`src/cache_cfg_pkg.sv`:
```
`default_nettype none

package cache_cfg_pkg;

   ////////////////////////////////
   // Cache geometry
   ////////////////////////////////

   localparam int ADDR_BITS      = 32;
   localparam int WORD_BITS      = 32;
   localparam int WORDS_PER_LINE = 4;
   localparam int LINE_BITS      = WORDS_PER_LINE * WORD_BITS;
   // Byte offset within one line
   localparam int OFFSET_BITS    = $clog2(LINE_BITS / 8);
   localparam int LINE_ADDR_BITS = ADDR_BITS - OFFSET_BITS;

   typedef logic [LINE_ADDR_BITS-1:0] line_addr_t;
   typedef logic [LINE_BITS-1:0]      line_t;

   ////////////////////////////////
   // Memory side, one line per beat
   ////////////////////////////////

   typedef struct packed {
      logic       valid;
      logic       we;
      line_addr_t addr;
      line_t      wdata;
   } mem_req_t;

   typedef struct packed {
      logic  ready;
      logic  rvalid;
      line_t rdata;
   } mem_rsp_t;

endpackage

`default_nettype wire

```
`src/axil_pkg.sv`:
```
`default_nettype none

package axil_pkg;

   localparam int AXIL_ADDR_W = 32;
   localparam int AXIL_DATA_W = 32;
   localparam int AXIL_STRB_W = AXIL_DATA_W / 8;

   // Only OKAY is ever returned
   localparam logic [1:0] RESP_OKAY = 2'b00;

   ////////////////////////////////
   // Master to slave
   ////////////////////////////////

   typedef struct packed {
      logic                   aw_valid;
      logic [AXIL_ADDR_W-1:0] aw_addr;
      logic                   w_valid;
      logic [AXIL_DATA_W-1:0] w_data;
      logic [AXIL_STRB_W-1:0] w_strb;
      logic                   b_ready;
      logic                   ar_valid;
      logic [AXIL_ADDR_W-1:0] ar_addr;
      logic                   r_ready;
   } axil_req_t;

   ////////////////////////////////
   // Slave to master
   ////////////////////////////////

   typedef struct packed {
      logic                   aw_ready;
      logic                   w_ready;
      logic                   b_valid;
      logic [1:0]             b_resp;
      logic                   ar_ready;
      logic                   r_valid;
      logic [AXIL_DATA_W-1:0] r_data;
      logic [1:0]             r_resp;
   } axil_rsp_t;

endpackage

`default_nettype wire

```
`src/data_cache_word_block.sv`:
```
`default_nettype none

module data_cache_word_block #(
   parameter int INDEX_WIDTH = 2
) (
   input  wire logic                   clk_i,
   input  wire logic [INDEX_WIDTH-1:0] addr_r_i,
   input  wire logic [INDEX_WIDTH-1:0] addr_w_i,
   input  wire logic [31:0]            data_i,
   input  wire logic [3:0]             write_en_i,
   input  wire logic                   fill_en_i,
   input  wire logic [31:0]            fill_data_i,
   output logic      [31:0]            data_o
);

   localparam int DEPTH = 2 ** INDEX_WIDTH;

   logic [31:0] mem_q [DEPTH];

   // Fill replaces the whole word, byte writes otherwise
   always_ff @(posedge clk_i) begin
      if (fill_en_i) begin
         mem_q[addr_w_i] <= fill_data_i;
      end else begin
         for (int b = 0; b < 4; b++) begin
            if (write_en_i[b]) begin
               mem_q[addr_w_i][8*b +: 8] <= data_i[8*b +: 8];
            end
         end
      end
   end

   // Registered read, one cycle
   always_ff @(posedge clk_i) begin
      data_o <= mem_q[addr_r_i];
   end

endmodule

`default_nettype wire

```
`src/data_cache_qword_block.sv`:
```
`default_nettype none

module data_cache_qword_block
   import cache_cfg_pkg::*;
#(
   parameter int INDEX_WIDTH = 2
) (
   input  wire logic                      clk_i,
   input  wire logic                      rst_i,
   input  wire logic [INDEX_WIDTH-1:0]    addr_r_i,
   input  wire logic [INDEX_WIDTH+1:0]    addr_w_i,
   input  wire logic [31:0]               data_i,
   input  wire logic [3:0]                write_en_i,
   input  wire logic [LINE_BITS-1:0]      fill_data_i,
   input  wire logic [2**INDEX_WIDTH-1:0] fill_line_i,
   input  wire logic                      cleaned_i,
   output logic      [31:0]               data0_o,
   output logic      [31:0]               data1_o,
   output logic      [31:0]               data2_o,
   output logic      [31:0]               data3_o,
   output logic      [2**INDEX_WIDTH-1:0] dirty_o
);

   localparam int LINES = 2 ** INDEX_WIDTH;

   logic [INDEX_WIDTH-1:0] w_idx;
   logic [1:0]             w_sel;
   logic                   fill_en;
   logic [31:0]            bank_data [WORDS_PER_LINE];

   assign w_idx   = addr_w_i[INDEX_WIDTH+1:2];
   assign w_sel   = addr_w_i[1:0];
   // Fill targets the line named by the write index
   assign fill_en = fill_line_i[w_idx];

   for (genvar i = 0; i < WORDS_PER_LINE; i++) begin : g_bank
      logic [3:0] bank_wen;

      // Byte enables go only to the selected word bank
      assign bank_wen = (w_sel == i) ? write_en_i : 4'b0000;

      data_cache_word_block #(
         .INDEX_WIDTH(INDEX_WIDTH)
      ) i_bank (
         .clk_i      (clk_i),
         .addr_r_i   (addr_r_i),
         .addr_w_i   (w_idx),
         .data_i     (data_i),
         .write_en_i (bank_wen),
         .fill_en_i  (fill_en),
         .fill_data_i(fill_data_i[32*i +: 32]),
         .data_o     (bank_data[i])
      );
   end

   assign data0_o = bank_data[0];
   assign data1_o = bank_data[1];
   assign data2_o = bank_data[2];
   assign data3_o = bank_data[3];

   ////////////////////////////////
   // Dirty bits, one per line
   ////////////////////////////////

   always_ff @(posedge clk_i) begin
      if (rst_i) begin
         dirty_o <= '0;
      end else begin
         for (int l = 0; l < LINES; l++) begin
            if (fill_line_i[l]) begin
               dirty_o[l] <= ~cleaned_i;
            end else if ((|write_en_i) && (w_idx == l)) begin
               dirty_o[l] <= 1'b1;
            end
         end
      end
   end

endmodule

`default_nettype wire

```
`src/data_cache_ctrl.sv`:
```
`default_nettype none

module data_cache_ctrl
   import cache_cfg_pkg::*;
   import axil_pkg::*;
#(
   parameter int INDEX_WIDTH = 2
) (
   input  wire logic                      clk_i,
   input  wire logic                      rst_i,
   input  wire axil_req_t                 axil_req_i,
   output axil_rsp_t                      axil_rsp_o,
   output mem_req_t                       mem_req_o,
   input  wire mem_rsp_t                  mem_rsp_i,
   output logic      [INDEX_WIDTH-1:0]    rd_idx_o,
   output logic      [INDEX_WIDTH+1:0]    wr_addr_o,
   output logic      [31:0]               wr_data_o,
   output logic      [3:0]                wr_en_o,
   output logic      [LINE_BITS-1:0]      fill_data_o,
   output logic      [2**INDEX_WIDTH-1:0] fill_line_o,
   output logic                           cleaned_o,
   input  wire logic [LINE_BITS-1:0]      line_i,
   input  wire logic [2**INDEX_WIDTH-1:0] dirty_i
);

   localparam int LINES     = 2 ** INDEX_WIDTH;
   localparam int TAG_WIDTH = ADDR_BITS - OFFSET_BITS - INDEX_WIDTH;
   localparam int WSEL_BITS = $clog2(WORDS_PER_LINE);

   typedef enum logic [2:0] {
      ST_IDLE,
      ST_LOOKUP,
      ST_WRITEBACK,
      ST_FILL_REQ,
      ST_FILL_WAIT,
      ST_RESPOND
   } state_e;

   state_e                 state_q;
   // Second lookup cycle, array data is valid
   logic                   lookup_rd_q;
   logic [LINES-1:0]       valid_q;
   logic [TAG_WIDTH-1:0]   tag_q [LINES];

   // Latched request
   logic [ADDR_BITS-1:0]   req_addr_q;
   logic                   req_write_q;
   logic [31:0]            req_wdata_q;
   logic [3:0]             req_strb_q;

   logic                   r_valid_q;
   logic                   b_valid_q;
   logic [31:0]            r_data_q;

   logic [INDEX_WIDTH-1:0] req_idx;
   logic [TAG_WIDTH-1:0]   req_tag;
   logic [WSEL_BITS-1:0]   req_word;
   logic                   hit;
   logic                   compare;
   logic [31:0]            rd_word;
   logic                   ar_fire;
   logic                   aw_fire;
   logic                   fill_done;

   assign req_idx  = req_addr_q[OFFSET_BITS +: INDEX_WIDTH];
   assign req_tag  = req_addr_q[ADDR_BITS-1 -: TAG_WIDTH];
   assign req_word = req_addr_q[OFFSET_BITS-1 -: WSEL_BITS];

   assign hit       = valid_q[req_idx] && (tag_q[req_idx] == req_tag);
   assign compare   = (state_q == ST_LOOKUP) && lookup_rd_q;
   assign rd_word   = line_i[32*req_word +: 32];
   assign fill_done = (state_q == ST_FILL_WAIT) && mem_rsp_i.rvalid;

   // Reads win when both are pending
   assign ar_fire = (state_q == ST_IDLE) && axil_req_i.ar_valid;
   assign aw_fire = (state_q == ST_IDLE) && !axil_req_i.ar_valid
                    && axil_req_i.aw_valid && axil_req_i.w_valid;

   ////////////////////////////////
   // AXI4-Lite response side
   ////////////////////////////////

   always_comb begin
      axil_rsp_o          = '0;
      axil_rsp_o.ar_ready = (state_q == ST_IDLE);
      axil_rsp_o.aw_ready = aw_fire;
      axil_rsp_o.w_ready  = aw_fire;
      axil_rsp_o.r_valid  = r_valid_q;
      axil_rsp_o.r_data   = r_data_q;
      axil_rsp_o.r_resp   = RESP_OKAY;
      axil_rsp_o.b_valid  = b_valid_q;
      axil_rsp_o.b_resp   = RESP_OKAY;
   end

   ////////////////////////////////
   // Memory side requests
   ////////////////////////////////

   always_comb begin
      mem_req_o.valid = (state_q == ST_WRITEBACK) || (state_q == ST_FILL_REQ);
      mem_req_o.we    = (state_q == ST_WRITEBACK);
      // Victim line address comes from the stored tag
      mem_req_o.addr  = (state_q == ST_WRITEBACK) ? {tag_q[req_idx], req_idx}
                                                   : req_addr_q[ADDR_BITS-1:OFFSET_BITS];
      mem_req_o.wdata = line_i;
   end

   // Data array controls
   assign rd_idx_o    = req_idx;
   assign wr_addr_o   = {req_idx, req_word};
   assign wr_data_o   = req_wdata_q;
   assign wr_en_o     = (compare && hit && req_write_q) ? req_strb_q : 4'b0000;
   assign fill_data_o = mem_rsp_i.rdata;
   assign cleaned_o   = (state_q == ST_FILL_WAIT);

   always_comb begin
      fill_line_o = '0;
      if (fill_done) begin
         fill_line_o[req_idx] = 1'b1;
      end
   end

   ////////////////////////////////
   // FSM
   ////////////////////////////////

   always_ff @(posedge clk_i) begin
      if (rst_i) begin
         state_q     <= ST_IDLE;
         lookup_rd_q <= 1'b0;
         valid_q     <= '0;
         r_valid_q   <= 1'b0;
         b_valid_q   <= 1'b0;
      end else begin
         case (state_q)
            ST_IDLE: begin
               if (ar_fire || aw_fire) begin
                  state_q     <= ST_LOOKUP;
                  lookup_rd_q <= 1'b0;
               end
            end
            ST_LOOKUP: begin
               if (!lookup_rd_q) begin
                  lookup_rd_q <= 1'b1;
               end else if (hit) begin
                  state_q   <= ST_RESPOND;
                  r_valid_q <= !req_write_q;
                  b_valid_q <= req_write_q;
               end else if (valid_q[req_idx] && dirty_i[req_idx]) begin
                  state_q <= ST_WRITEBACK;
               end else begin
                  state_q <= ST_FILL_REQ;
               end
            end
            ST_WRITEBACK: begin
               if (mem_rsp_i.ready) begin
                  state_q <= ST_FILL_REQ;
               end
            end
            ST_FILL_REQ: begin
               if (mem_rsp_i.ready) begin
                  state_q <= ST_FILL_WAIT;
               end
            end
            ST_FILL_WAIT: begin
               // Replay the access once the line is in
               if (mem_rsp_i.rvalid) begin
                  valid_q[req_idx] <= 1'b1;
                  state_q          <= ST_LOOKUP;
                  lookup_rd_q      <= 1'b0;
               end
            end
            ST_RESPOND: begin
               if ((r_valid_q && axil_req_i.r_ready) || (b_valid_q && axil_req_i.b_ready)) begin
                  r_valid_q <= 1'b0;
                  b_valid_q <= 1'b0;
                  state_q   <= ST_IDLE;
               end
            end
            default: begin
               state_q <= ST_IDLE;
            end
         endcase
      end
   end

   // Request payload, tags and read data
   always_ff @(posedge clk_i) begin
      if (ar_fire) begin
         req_addr_q  <= axil_req_i.ar_addr;
         req_write_q <= 1'b0;
      end else if (aw_fire) begin
         req_addr_q  <= axil_req_i.aw_addr;
         req_write_q <= 1'b1;
         req_wdata_q <= axil_req_i.w_data;
         req_strb_q  <= axil_req_i.w_strb;
      end
      if (fill_done) begin
         tag_q[req_idx] <= req_tag;
      end
      if (compare && hit && !req_write_q) begin
         r_data_q <= rd_word;
      end
   end

endmodule

`default_nettype wire

```
`src/data_cache_top.sv`:
```
`default_nettype none

module data_cache_top
   import cache_cfg_pkg::*;
   import axil_pkg::*;
#(
   parameter int INDEX_WIDTH = 2
) (
   input  wire logic      clk_i,
   input  wire logic      rst_i,
   input  wire axil_req_t axil_req_i,
   output axil_rsp_t      axil_rsp_o,
   output mem_req_t       mem_req_o,
   input  wire mem_rsp_t  mem_rsp_i
);

   localparam int LINES = 2 ** INDEX_WIDTH;

   logic [INDEX_WIDTH-1:0] rd_idx;
   logic [INDEX_WIDTH+1:0] wr_addr;
   logic [31:0]            wr_data;
   logic [3:0]             wr_en;
   logic [LINE_BITS-1:0]   fill_data;
   logic [LINES-1:0]       fill_line;
   logic                   cleaned;
   logic [31:0]            word0;
   logic [31:0]            word1;
   logic [31:0]            word2;
   logic [31:0]            word3;
   logic [LINES-1:0]       dirty;

   data_cache_ctrl #(
      .INDEX_WIDTH(INDEX_WIDTH)
   ) i_ctrl (
      .clk_i      (clk_i),
      .rst_i      (rst_i),
      .axil_req_i (axil_req_i),
      .axil_rsp_o (axil_rsp_o),
      .mem_req_o  (mem_req_o),
      .mem_rsp_i  (mem_rsp_i),
      .rd_idx_o   (rd_idx),
      .wr_addr_o  (wr_addr),
      .wr_data_o  (wr_data),
      .wr_en_o    (wr_en),
      .fill_data_o(fill_data),
      .fill_line_o(fill_line),
      .cleaned_o  (cleaned),
      // Word 0 sits in the low bits, as on the memory side
      .line_i     ({word3, word2, word1, word0}),
      .dirty_i    (dirty)
   );

   data_cache_qword_block #(
      .INDEX_WIDTH(INDEX_WIDTH)
   ) i_array (
      .clk_i      (clk_i),
      .rst_i      (rst_i),
      .addr_r_i   (rd_idx),
      .addr_w_i   (wr_addr),
      .data_i     (wr_data),
      .write_en_i (wr_en),
      .fill_data_i(fill_data),
      .fill_line_i(fill_line),
      .cleaned_i  (cleaned),
      .data0_o    (word0),
      .data1_o    (word1),
      .data2_o    (word2),
      .data3_o    (word3),
      .dirty_o    (dirty)
   );

endmodule

`default_nettype wire

```
`config.mk`:
```
export PLATFORM = sky130hd
export DESIGN_NAME = data_cache_top
export DESIGN_NICKNAME = d
export VERILOG_FILES = /design/src/cache_cfg_pkg.sv /design/src/axil_pkg.sv /design/src/data_cache_word_block.sv /design/src/data_cache_qword_block.sv /design/src/data_cache_ctrl.sv /design/src/data_cache_top.sv
export SDC_FILE = /design/constraint.sdc
export NUM_CORES = 1
export LEC_CHECK = 0
export ABC_CLOCK_PERIOD_IN_PS = 4850
export BUFFER_PORTS_ARGS = -buffer_cell sky130_fd_sc_hd__buf_4
export CAP_MARGIN = 0
export CORE_UTILIZATION = 57
export DETAILED_ROUTE_END_ITERATION = 8
export GPL_TIMING_DRIVEN = 0
export PLACE_DENSITY = 0.9
export REMOVE_ABC_BUFFERS = 1
export SYNTH_ARGS = -nofsm -noshare
export SYNTH_HDL_FRONTEND = slang
export SYNTH_SLANG_ARGS = --single-unit
```
`constraint.sdc`:
```
create_clock -name clk_i -period 4.85 [get_ports clk_i]
set_input_delay 0.7275 -clock clk_i [delete_from_list [all_inputs] [get_ports clk_i]]
set_output_delay 0.7275 -clock clk_i [all_outputs]
set_load 0.02 [all_outputs]
```
==> run_results.csv, run 1 <==
group,metric,value,unit
detailed_routing,dr_total_vias,18400,
setup_path,critical_path_peak_fanout,27,
cts,clk-insertion-delay-late,0.64,ns
setup_path,cp-end-kind,"flip-flop",
final_layout,layout_cell_share_with_drive_strength_beyond_1,47.8,%
pwr,fin_total_pwr,0.0181,W
outcome,outcome,"complete, but fails checks",
final_layout,layout.cells.most_common_list,"714 x sky130_fd_sc_hd__edfxtp_1, 459 x sky130_fd_sc_hd__buf_4, 179 x sky130_fd_sc_hd__mux4_2",
die,floorplan.core_area,56700,sq um
final_layout,synthToLayoutAreaGrowth,23.4,%
placement,port-buffer-count,427,
logic_synthesis,syn_avg_cell_area,20.4,sq um
run,maxCapViolations,0,
worst_hold_path,worst_hold_path_type,"primary input to flip-flop",
logic_synthesis,yosysWarnings,0,
detailed_routing,post-route-drc-count,0,
cts,tritoncts,"done",
outcome,violations,"negative setup slack",
detailed_routing,route.met3.wl,8.81,mm
timing,fin_hold_ws,0.265,ns
detailed_routing,detailedRoute.firstPassIterationCount,6,
detailed_routing,highest-signal-layer,"met5",
die,io_pins,436,
detailed_routing,avgViaCountPerCell,6.31,
cts,cts.clk_slew.worst_paths,0.06,ns
timing,rsz_0062_raised_after_global_routing,"yes",
timing,worst_slew_pin_slew,1.32,ns
pwr,vdd.ir_drop.worst,0.000438,V
timing,worst_clock_skew,0.0250,ns
die,die-height,242,um
setup_path,arrival_time_reported_for_the_critical_path_endpoint,5.15,ns
setup_path,startpoint_type,"flip-flop",
detailed_routing,final_antenna_net_count,0,
logic_synthesis,seq_area_frac_synth,74.1,%
setup_path,critPathRequiredTime,5.10,ns
setup_path,timing_worst_setup_path_type,"flip-flop to flip-flop",
timing,post-route-min-period,4.90,ns
cts,cts.sink_count,859,
die,placement_rows,87,
timing,timing.final.crit_share,101,%
logic_synthesis,asyncSetResetFlopFracSynth,0,%
timing,relative_slew_slack,12.1,%
logic_synthesis,synthFlopType,"sky130_fd_sc_hd__edfxtp_1",
global_routing,grtUsageTotal,30.2,%
timing,final.setup.worst_slack,-0.0534,ns
detailed_routing,drtIter0Drc,2048,
final_layout,final_nets,2327,
global_routing,vias_in_the_first_global_route,19300,
timing,timing_max_transition_violations_final,0,
pwr,power.density_cell_area,447,nW/um^2
detailed_routing,detail_route.wirelength,88.0,mm
cts,cts-buffers-inserted,82,
global_routing,antenna_found_initial,10,
global_routing,grt.overflow.total,0,
global_routing,grt_first_pass_wirelength,128,mm
logic_synthesis,synth.cell_area,32900,sq um
placement,dp.final_hpwl,56.3,mm
logic_synthesis,seq_cells_post_synth,859,
detailed_routing,met2WireLength,44.9,mm
final_layout,fin_area,40500,sq um
cts,holdBufCountCts,0,
cts,cts_htree_levels,3,
placement,final_weighted_congestion_in_routability_driven_placement,0.874,
logic_synthesis,synth_enable_flop_cells,714,
timing,final_hold_viol_count,0,
logic_synthesis,syn-instance-count,1607,
timing,finalSetupViolations,56,
global_routing,largest_net_degree_at_the_start_of_global_routing,69,
die,start_util,57.9,%
die,die_w,242,um
final_layout,layout_commonest_cell,"sky130_fd_sc_hd__edfxtp_1",
cts,root_buffer,"sky130_fd_sc_hd__clkbuf_16",
logic_synthesis,yosysUniqueCellTypes,46,
timing,achievable-frequency,0.204,GHz
detailed_routing,wl_per_cell,30.2,um
die,overall_die_area,58600,sq um
placement,detailed_place.area,37400,sq um
pwr,leakagePower,14.3,nW
detailed_routing,drt-met1-wl,30.0,mm
cts,cts.path.max_buffers,3,
-- area by class of cell --
class | instances | area [sq um]
repair buffers | 496 | 4340
diodes | 6 | 15.0
flip-flops and latches | 859 | 24300
well taps | 756 | 946
inverters | 11 | 41.3
fillers | 3032 | 16200
clock inverters | 39 | 457
clock buffers | 109 | 2250
multi-input cells | 640 | 8140
-- power by group --
group	leakage, nW	switching [W]	internal, W
sequential	7.66	0.000388	0.00836
combinational	5.30	0.00144	0.00142
clock	1.31	0.00278	0.00372
-- cells by family after synthesis --
kind of cell	synth area share [%]
compound gates	1.88
xor+xnor	0.746
buf+inv	1.73
flops	74.1
mux	19.2
other cells	0.0114
simple gates	2.32
-- sequential cells by signal, indices dropped and copies added (netlist names), named ones only --
name / cells
i_ctrl.wr_data_o: 32
i_array.dirty_o: 4
i_array.g_bank.i_bank.mem_q: 512
i_ctrl.state_q: 3
i_ctrl.req_write_q: 1
i_ctrl.lookup_rd_q: 1
i_array.g_bank.i_bank.data_o: 128
i_ctrl.r_valid_q: 1
i_ctrl.b_valid_q: 1
i_ctrl.tag_q: 104
i_ctrl.req_addr_q: 30
i_ctrl.req_strb_q: 4
i_ctrl.r_data_q: 32
i_ctrl.valid_q: 4
-- path summary, 6_finish.rpt --
kind                                  start                                               to  slack (ns)  depth (start not counted)
max                               flip-flop  i_array.g_bank[1].i_bank.mem_q[2][27]$_DFFE_PP_       -0.05                         10
min                          axil_req_i[46]                    i_ctrl.wr_data_o[7]$_DFFE_PP_        0.26                          1
max reg2reg                       flip-flop  i_array.g_bank[1].i_bank.mem_q[2][27]$_DFFE_PP_       -0.05                         10
min reg2reg  i_ctrl.valid_q[0]$_SDFFE_PP0P_                   i_ctrl.valid_q[0]$_SDFFE_PP0P_        0.47                          2
-- cell usage after synthesis, types with 2 or more instances --
cell type / n / area share (%)
sky130_fd_sc_hd__a21oi_1: 81 / 1.2
sky130_fd_sc_hd__and4b_1: 2 / 0.061
sky130_fd_sc_hd__nor4_1: 3 / 0.057
sky130_fd_sc_hd__a2bb2oi_1: 3 / 0.080
sky130_fd_sc_hd__nand2b_1: 6 / 0.11
sky130_fd_sc_hd__nand2_1: 16 / 0.18
sky130_fd_sc_hd__nand4_4: 9 / 0.58
sky130_fd_sc_hd__mux2_4: 17 / 0.78
sky130_fd_sc_hd__nor2_1: 39 / 0.45
sky130_fd_sc_hd__buf_4: 12 / 0.27
sky130_fd_sc_hd__or2_2: 2 / 0.038
sky130_fd_sc_hd__mux2_2: 166 / 5.7
sky130_fd_sc_hd__nor3_1: 6 / 0.091
sky130_fd_sc_hd__buf_2: 10 / 0.15
sky130_fd_sc_hd__o21ai_0: 15 / 0.23
sky130_fd_sc_hd__and2_1: 6 / 0.11
sky130_fd_sc_hd__buf_6: 11 / 0.38
sky130_fd_sc_hd__inv_1: 10 / 0.11
sky130_fd_sc_hd__mux2_1: 5 / 0.17
sky130_fd_sc_hd__xnor2_1: 22 / 0.59
sky130_fd_sc_hd__a22oi_1: 2 / 0.046
sky130_fd_sc_hd__dfxtp_1: 145 / 8.8
sky130_fd_sc_hd__nand3_1: 3 / 0.046
sky130_fd_sc_hd__mux2i_1: 10 / 0.30
sky130_fd_sc_hd__a2111oi_0: 2 / 0.053
sky130_fd_sc_hd__buf_1: 22 / 0.25
sky130_fd_sc_hd__xor2_1: 6 / 0.16
sky130_fd_sc_hd__edfxtp_1: 714 / 65
sky130_fd_sc_hd__mux4_2: 179 / 12
sky130_fd_sc_hd__o22ai_1: 3 / 0.057
sky130_fd_sc_hd__nor2b_1: 2 / 0.038
sky130_fd_sc_hd__nand4_1: 16 / 0.30
sky130_fd_sc_hd__clkbuf_1: 44 / 0.50
sky130_fd_sc_hd__nand4b_1: 4 / 0.11
sky130_fd_sc_hd__o211ai_1: 3 / 0.069
-- timing repair --
item,in CTS,in global routing
endpoints found under the setup margin,736,359
hold endpoints to repair,0,0
buffers inserted,29,5
gates resized for setup,29,2
pin swaps,10,1
cloned,0,0
-- critical path, cell delays in order (launching register included) --
cell and delay [ns]:
sky130_fd_sc_hd__dfxtp_2 0.52, sky130_fd_sc_hd__buf_12 0.25, sky130_fd_sc_hd__mux2_2 0.38, sky130_fd_sc_hd__xor2_1 0.15, sky130_fd_sc_hd__a2111oi_1 0.77, sky130_fd_sc_hd__o211ai_1 0.26
sky130_fd_sc_hd__nor4b_4 0.49, sky130_fd_sc_hd__buf_6 0.26, sky130_fd_sc_hd__buf_8 0.18, sky130_fd_sc_hd__nand4_4 0.29, sky130_fd_sc_hd__a21oi_1 0.92
-- through the flow --
step,cells,util (%),setup TNS [ns],setup WS (ns)
3_5_place_dp,2727,65.9,-154.75,-0.741
3_3_place_gp,2693,64.3,-8590.72,-9.31
5_1_grt,2916,71.5,-29.95,-0.239
4_1_cts,2904,71.3,-4.21,-0.136
6_report,2916,71.5,-1.43,-0.0534
2_1_floorplan,1510,-,-4579.14,-4.21
-- routing by layer --
layer	up-vias	global-route usage (%)
met2	1310	51.1
met1	9307	37.0
li1	7484	-
met4	8	13.6
met3	304	7.49
met5	-	0
Power figures use the tool's default switching activity.
==> run 2, diff against run 1 <==
--- a/config.mk
+++ b/config.mk
@@ -6,10 +6,10 @@
 export NUM_CORES = 1
 export LEC_CHECK = 0
 export ABC_CLOCK_PERIOD_IN_PS = 4850
-export BUFFER_PORTS_ARGS = -buffer_cell sky130_fd_sc_hd__buf_4
 export CAP_MARGIN = 0
-export CORE_UTILIZATION = 57
+export CORE_UTILIZATION = 63
 export DETAILED_ROUTE_END_ITERATION = 8
+export DONT_BUFFER_PORTS = 1
 export GPL_TIMING_DRIVEN = 0
 export PLACE_DENSITY = 0.9
 export REMOVE_ABC_BUFFERS = 1
==> run 2 against run 1 <==
  * Critical endpoint is now i_array.g_bank[1].i_bank.mem_q[2][14]$_DFFE_PP_
  * Highest routed layer unchanged
  * Fmax grew 1.6%
  * Register-to-register slack better by 0.08 ns
  * Critical path depth down 1
  * The run now ends clean
  * Largest cell class unchanged
==> run_results.csv, run 2 (synthesized netlist as in run 1, its figures left out) <==
group,metric,value,unit
cts,root_buffer,"sky130_fd_sc_hd__clkbuf_16",
setup_path,startpoint_type,"flip-flop",
final_layout,synthToLayoutAreaGrowth,13.3,%
setup_path,critPathRequiredTime,5.11,ns
setup_path,reg_to_reg_endpoint,"i_array.g_bank[1].i_bank.mem_q[2][14]$_DFFE_PP_",
timing,relative_slew_slack,21.4,%
setup_path,worstPathBufferInverterCount,3,
setup_path,crit_path_top_delay_cell,"sky130_fd_sc_hd__a21oi_1",
final_layout,layout_cell_share_with_drive_strength_beyond_1,35.9,%
global_routing,antenna_found_initial,18,
setup_path,timing.reg2reg.setup_slack,0.02,ns
placement,final_weighted_congestion_in_routability_driven_placement,0.817,
pwr,clkPwrFrac,36.0,%
setup_path,timing_worst_setup_path_type,"flip-flop to flip-flop",
setup_path,worstRegToRegCells,9,
worst_hold_path,hp-start,"rst_i",
run,maxCapViolations,0,
cts,clk-insertion-delay-late,0.64,ns
die,die-height,230,um
die,io_pins,436,
timing,post-route-min-period,4.83,ns
cts,cts_htree_levels,3,
timing,timing.setup.tns,0,ns
worst_hold_path,hold-path-cell-count,1,
worst_hold_path,worstHoldEndpoint,"i_ctrl.valid_q[3]$_SDFFE_PP0P_",
detailed_routing,wl_per_cell,35.5,um
detailed_routing,drtIter0Drc,1965,
worst_hold_path,worst_hold_path_type,"primary input to flip-flop",
detailed_routing,final_antenna_net_count,0,
final_layout,layout_top_registers,"i_array.g_bank.i_bank.mem_q: 512 flops, i_array.g_bank.i_bank.data_o: 128 flops, i_ctrl.tag_q: 104 flops",
setup_path,max_stage_delay,0.96,ns
final_layout,fillCellCount,2654,
pwr,share_comb_of_total_power,12.0,%
final_layout,final_core_occ,72.4,%
cts,tritoncts,"done",
final_layout,layout_commonest_cell,"sky130_fd_sc_hd__edfxtp_1",
cts,cts.sink_count,859,
pwr,internal_power,0.0129,W
global_routing,largest_net_degree_at_the_start_of_global_routing,69,
timing,rsz_0062_raised_after_global_routing,"yes",
final_layout,seqCellArea,24300,sq um
placement,dp.final_hpwl,53.9,mm
cts,cts.clk_slew.worst_paths,0.06,ns
die,floorplan.core_area,51400,sq um
final_layout,layout.cells.most_common_list,"714 x sky130_fd_sc_hd__edfxtp_1, 179 x sky130_fd_sc_hd__mux4_2, 166 x sky130_fd_sc_hd__mux2_2",
cts,cts.path.max_buffers,3,
pwr,total_switching_power,0.00454,W
die,die_w,230,um
pwr,power.density_cell_area,468,nW/um^2
pwr,leakagePower,12.1,nW
final_layout,final_nets,1888,
die,start_util,63.9,%
final_layout,multi_input_comb_area,8270,sq um
timing,finalSetupViolations,0,
cts,holdBufCountCts,0,
timing,final_hold_viol_count,0,
detailed_routing,post-route-drc-count,0,
placement,port-buffer-count,0,
setup_path,arrival_time_reported_for_the_critical_path_endpoint,5.08,ns
global_routing,grtUsageTotal,32.2,%
final_layout,regMostFlops,"i_array.g_bank.i_bank.mem_q",
timing,worst_clock_skew,0.0281,ns
die,placement_rows,83,
detailed_routing,detailedRoute.firstPassIterationCount,5,
setup_path,critical_path_peak_fanout,23,
global_routing,vias_in_the_first_global_route,16900,
global_routing,grt.overflow.total,0,
timing,timing_max_transition_violations_final,0,
pwr,power.switching_fraction,26.1,%
setup_path,cp-end-kind,"flip-flop",
detailed_routing,avgViaCountPerCell,6.99,
die,overall_die_area,53100,sq um
timing,achievable-frequency,0.207,GHz
setup_path,crit_chain,"buf_12, mux2_2, a2111oi_0, o211ai_1, nor4b_4, buf_6, buf_8, nand4_4, a21oi_1",
pwr,vdd.ir_drop.worst,0.000421,V
setup_path,critPathTopFamily,"compound AO/OA/AOI/OAI gates",
cts,cts-buffers-inserted,81,
pwr,power.share.sequential,52.0,%
detailed_routing,detail_route.wirelength,85.6,mm
timing,worst_slew_pin_slew,1.18,ns
global_routing,grt_first_pass_wirelength,120,mm
timing,timing.final.crit_share,99.5,%
outcome,outcome,"finished, final reports clean",
detailed_routing,dr_total_vias,16800,
final_layout,largest_register_ff_count,512,
## run 2: worst max-delay path by stage
| stage | start | end | slack [ns] | depth (start not counted) |
|---|---|---|---|---|
| after floorplan | i_ctrl.req_addr_q[4]$_DFFE_PN_ | i_array.g_bank[0].i_bank.mem_q[3][10]$_DFFE_PP_ | -4.21 | 5 |
| after global placement | i_ctrl.req_addr_q[4]$_DFFE_PN_ | i_ctrl.tag_q[3][25]$_DFFE_PP_ | -9.74 | 2 |
| after detailed placement | flip-flop | i_array.g_bank[0].i_bank.mem_q[3][10]$_DFFE_PP_ | -0.80 | 9 |
| after CTS | flip-flop | i_array.g_bank[2].i_bank.mem_q[0][5]$_DFFE_PP_ | -0.38 | 8 |
| after global routing | flip-flop | i_array.g_bank[1].i_bank.mem_q[2][8]$_DFFE_PP_ | -0.21 | 9 |
| final | flip-flop | i_array.g_bank[1].i_bank.mem_q[2][14]$_DFFE_PP_ | 0.02 | 9 |
## run 2: cell type report
class                      count  area share, %
inverter                      11          0.111
clock inverter                47           1.01
clock buffer                 103           6.00
multi-input combinational    640           22.2
tap                          680           2.29
antenna                       12         0.0807
timing repair buffer          58           2.89
sequential                   859           65.4
## run 2: repair_timing
item,in CTS,in global routing
gates resized for setup,32,28
buffers inserted,12,9
setup endpoints to repair,618,368
pin swaps,1,2
## run 2: stage by stage
step / total power (W) / worst slack [ns] / instances / instance area (sq um) / hold slack, ns
after floorplan: 0.0104 / -4.21 / 1510 / 32300 / 0.435
after global placement: 0.0111 / -9.74 / 2190 / 33200 / 0.443
after detailed placement: 0.0112 / -0.800 / 2227 / 34200 / 0.468
after CTS: 0.0174 / -0.376 / 2389 / 37000 / 0.138
after global routing: 0.0178 / -0.212 / 2402 / 37200 / 0.147
final: 0.0174 / 0.0247 / 2410 / 37200 / 0.175
## run 2: layer usage
metal	routed length (um)	vias to the layer above	global-route usage, %
met3	9550	236	9.96
met1	29000	8684	40.1
li1	-	6625	-
met4	3230	18	10.7
met2	43700	1276	53.9
met5	128	-	0
## run 2: power groups by stage
| stage | Sequential (W) | Clock, W | Combinational (W) |
|---|---|---|---|
| floorplan | 0.00914 | 0 | 0.00130 |
| global placement | 0.00945 | 0 | 0.00166 |
| detailed placement | 0.00918 | 0 | 0.00202 |
| CTS | 0.00904 | 0.00628 | 0.00207 |
| global route | 0.00907 | 0.00654 | 0.00218 |
| finish | 0.00905 | 0.00628 | 0.00209 |
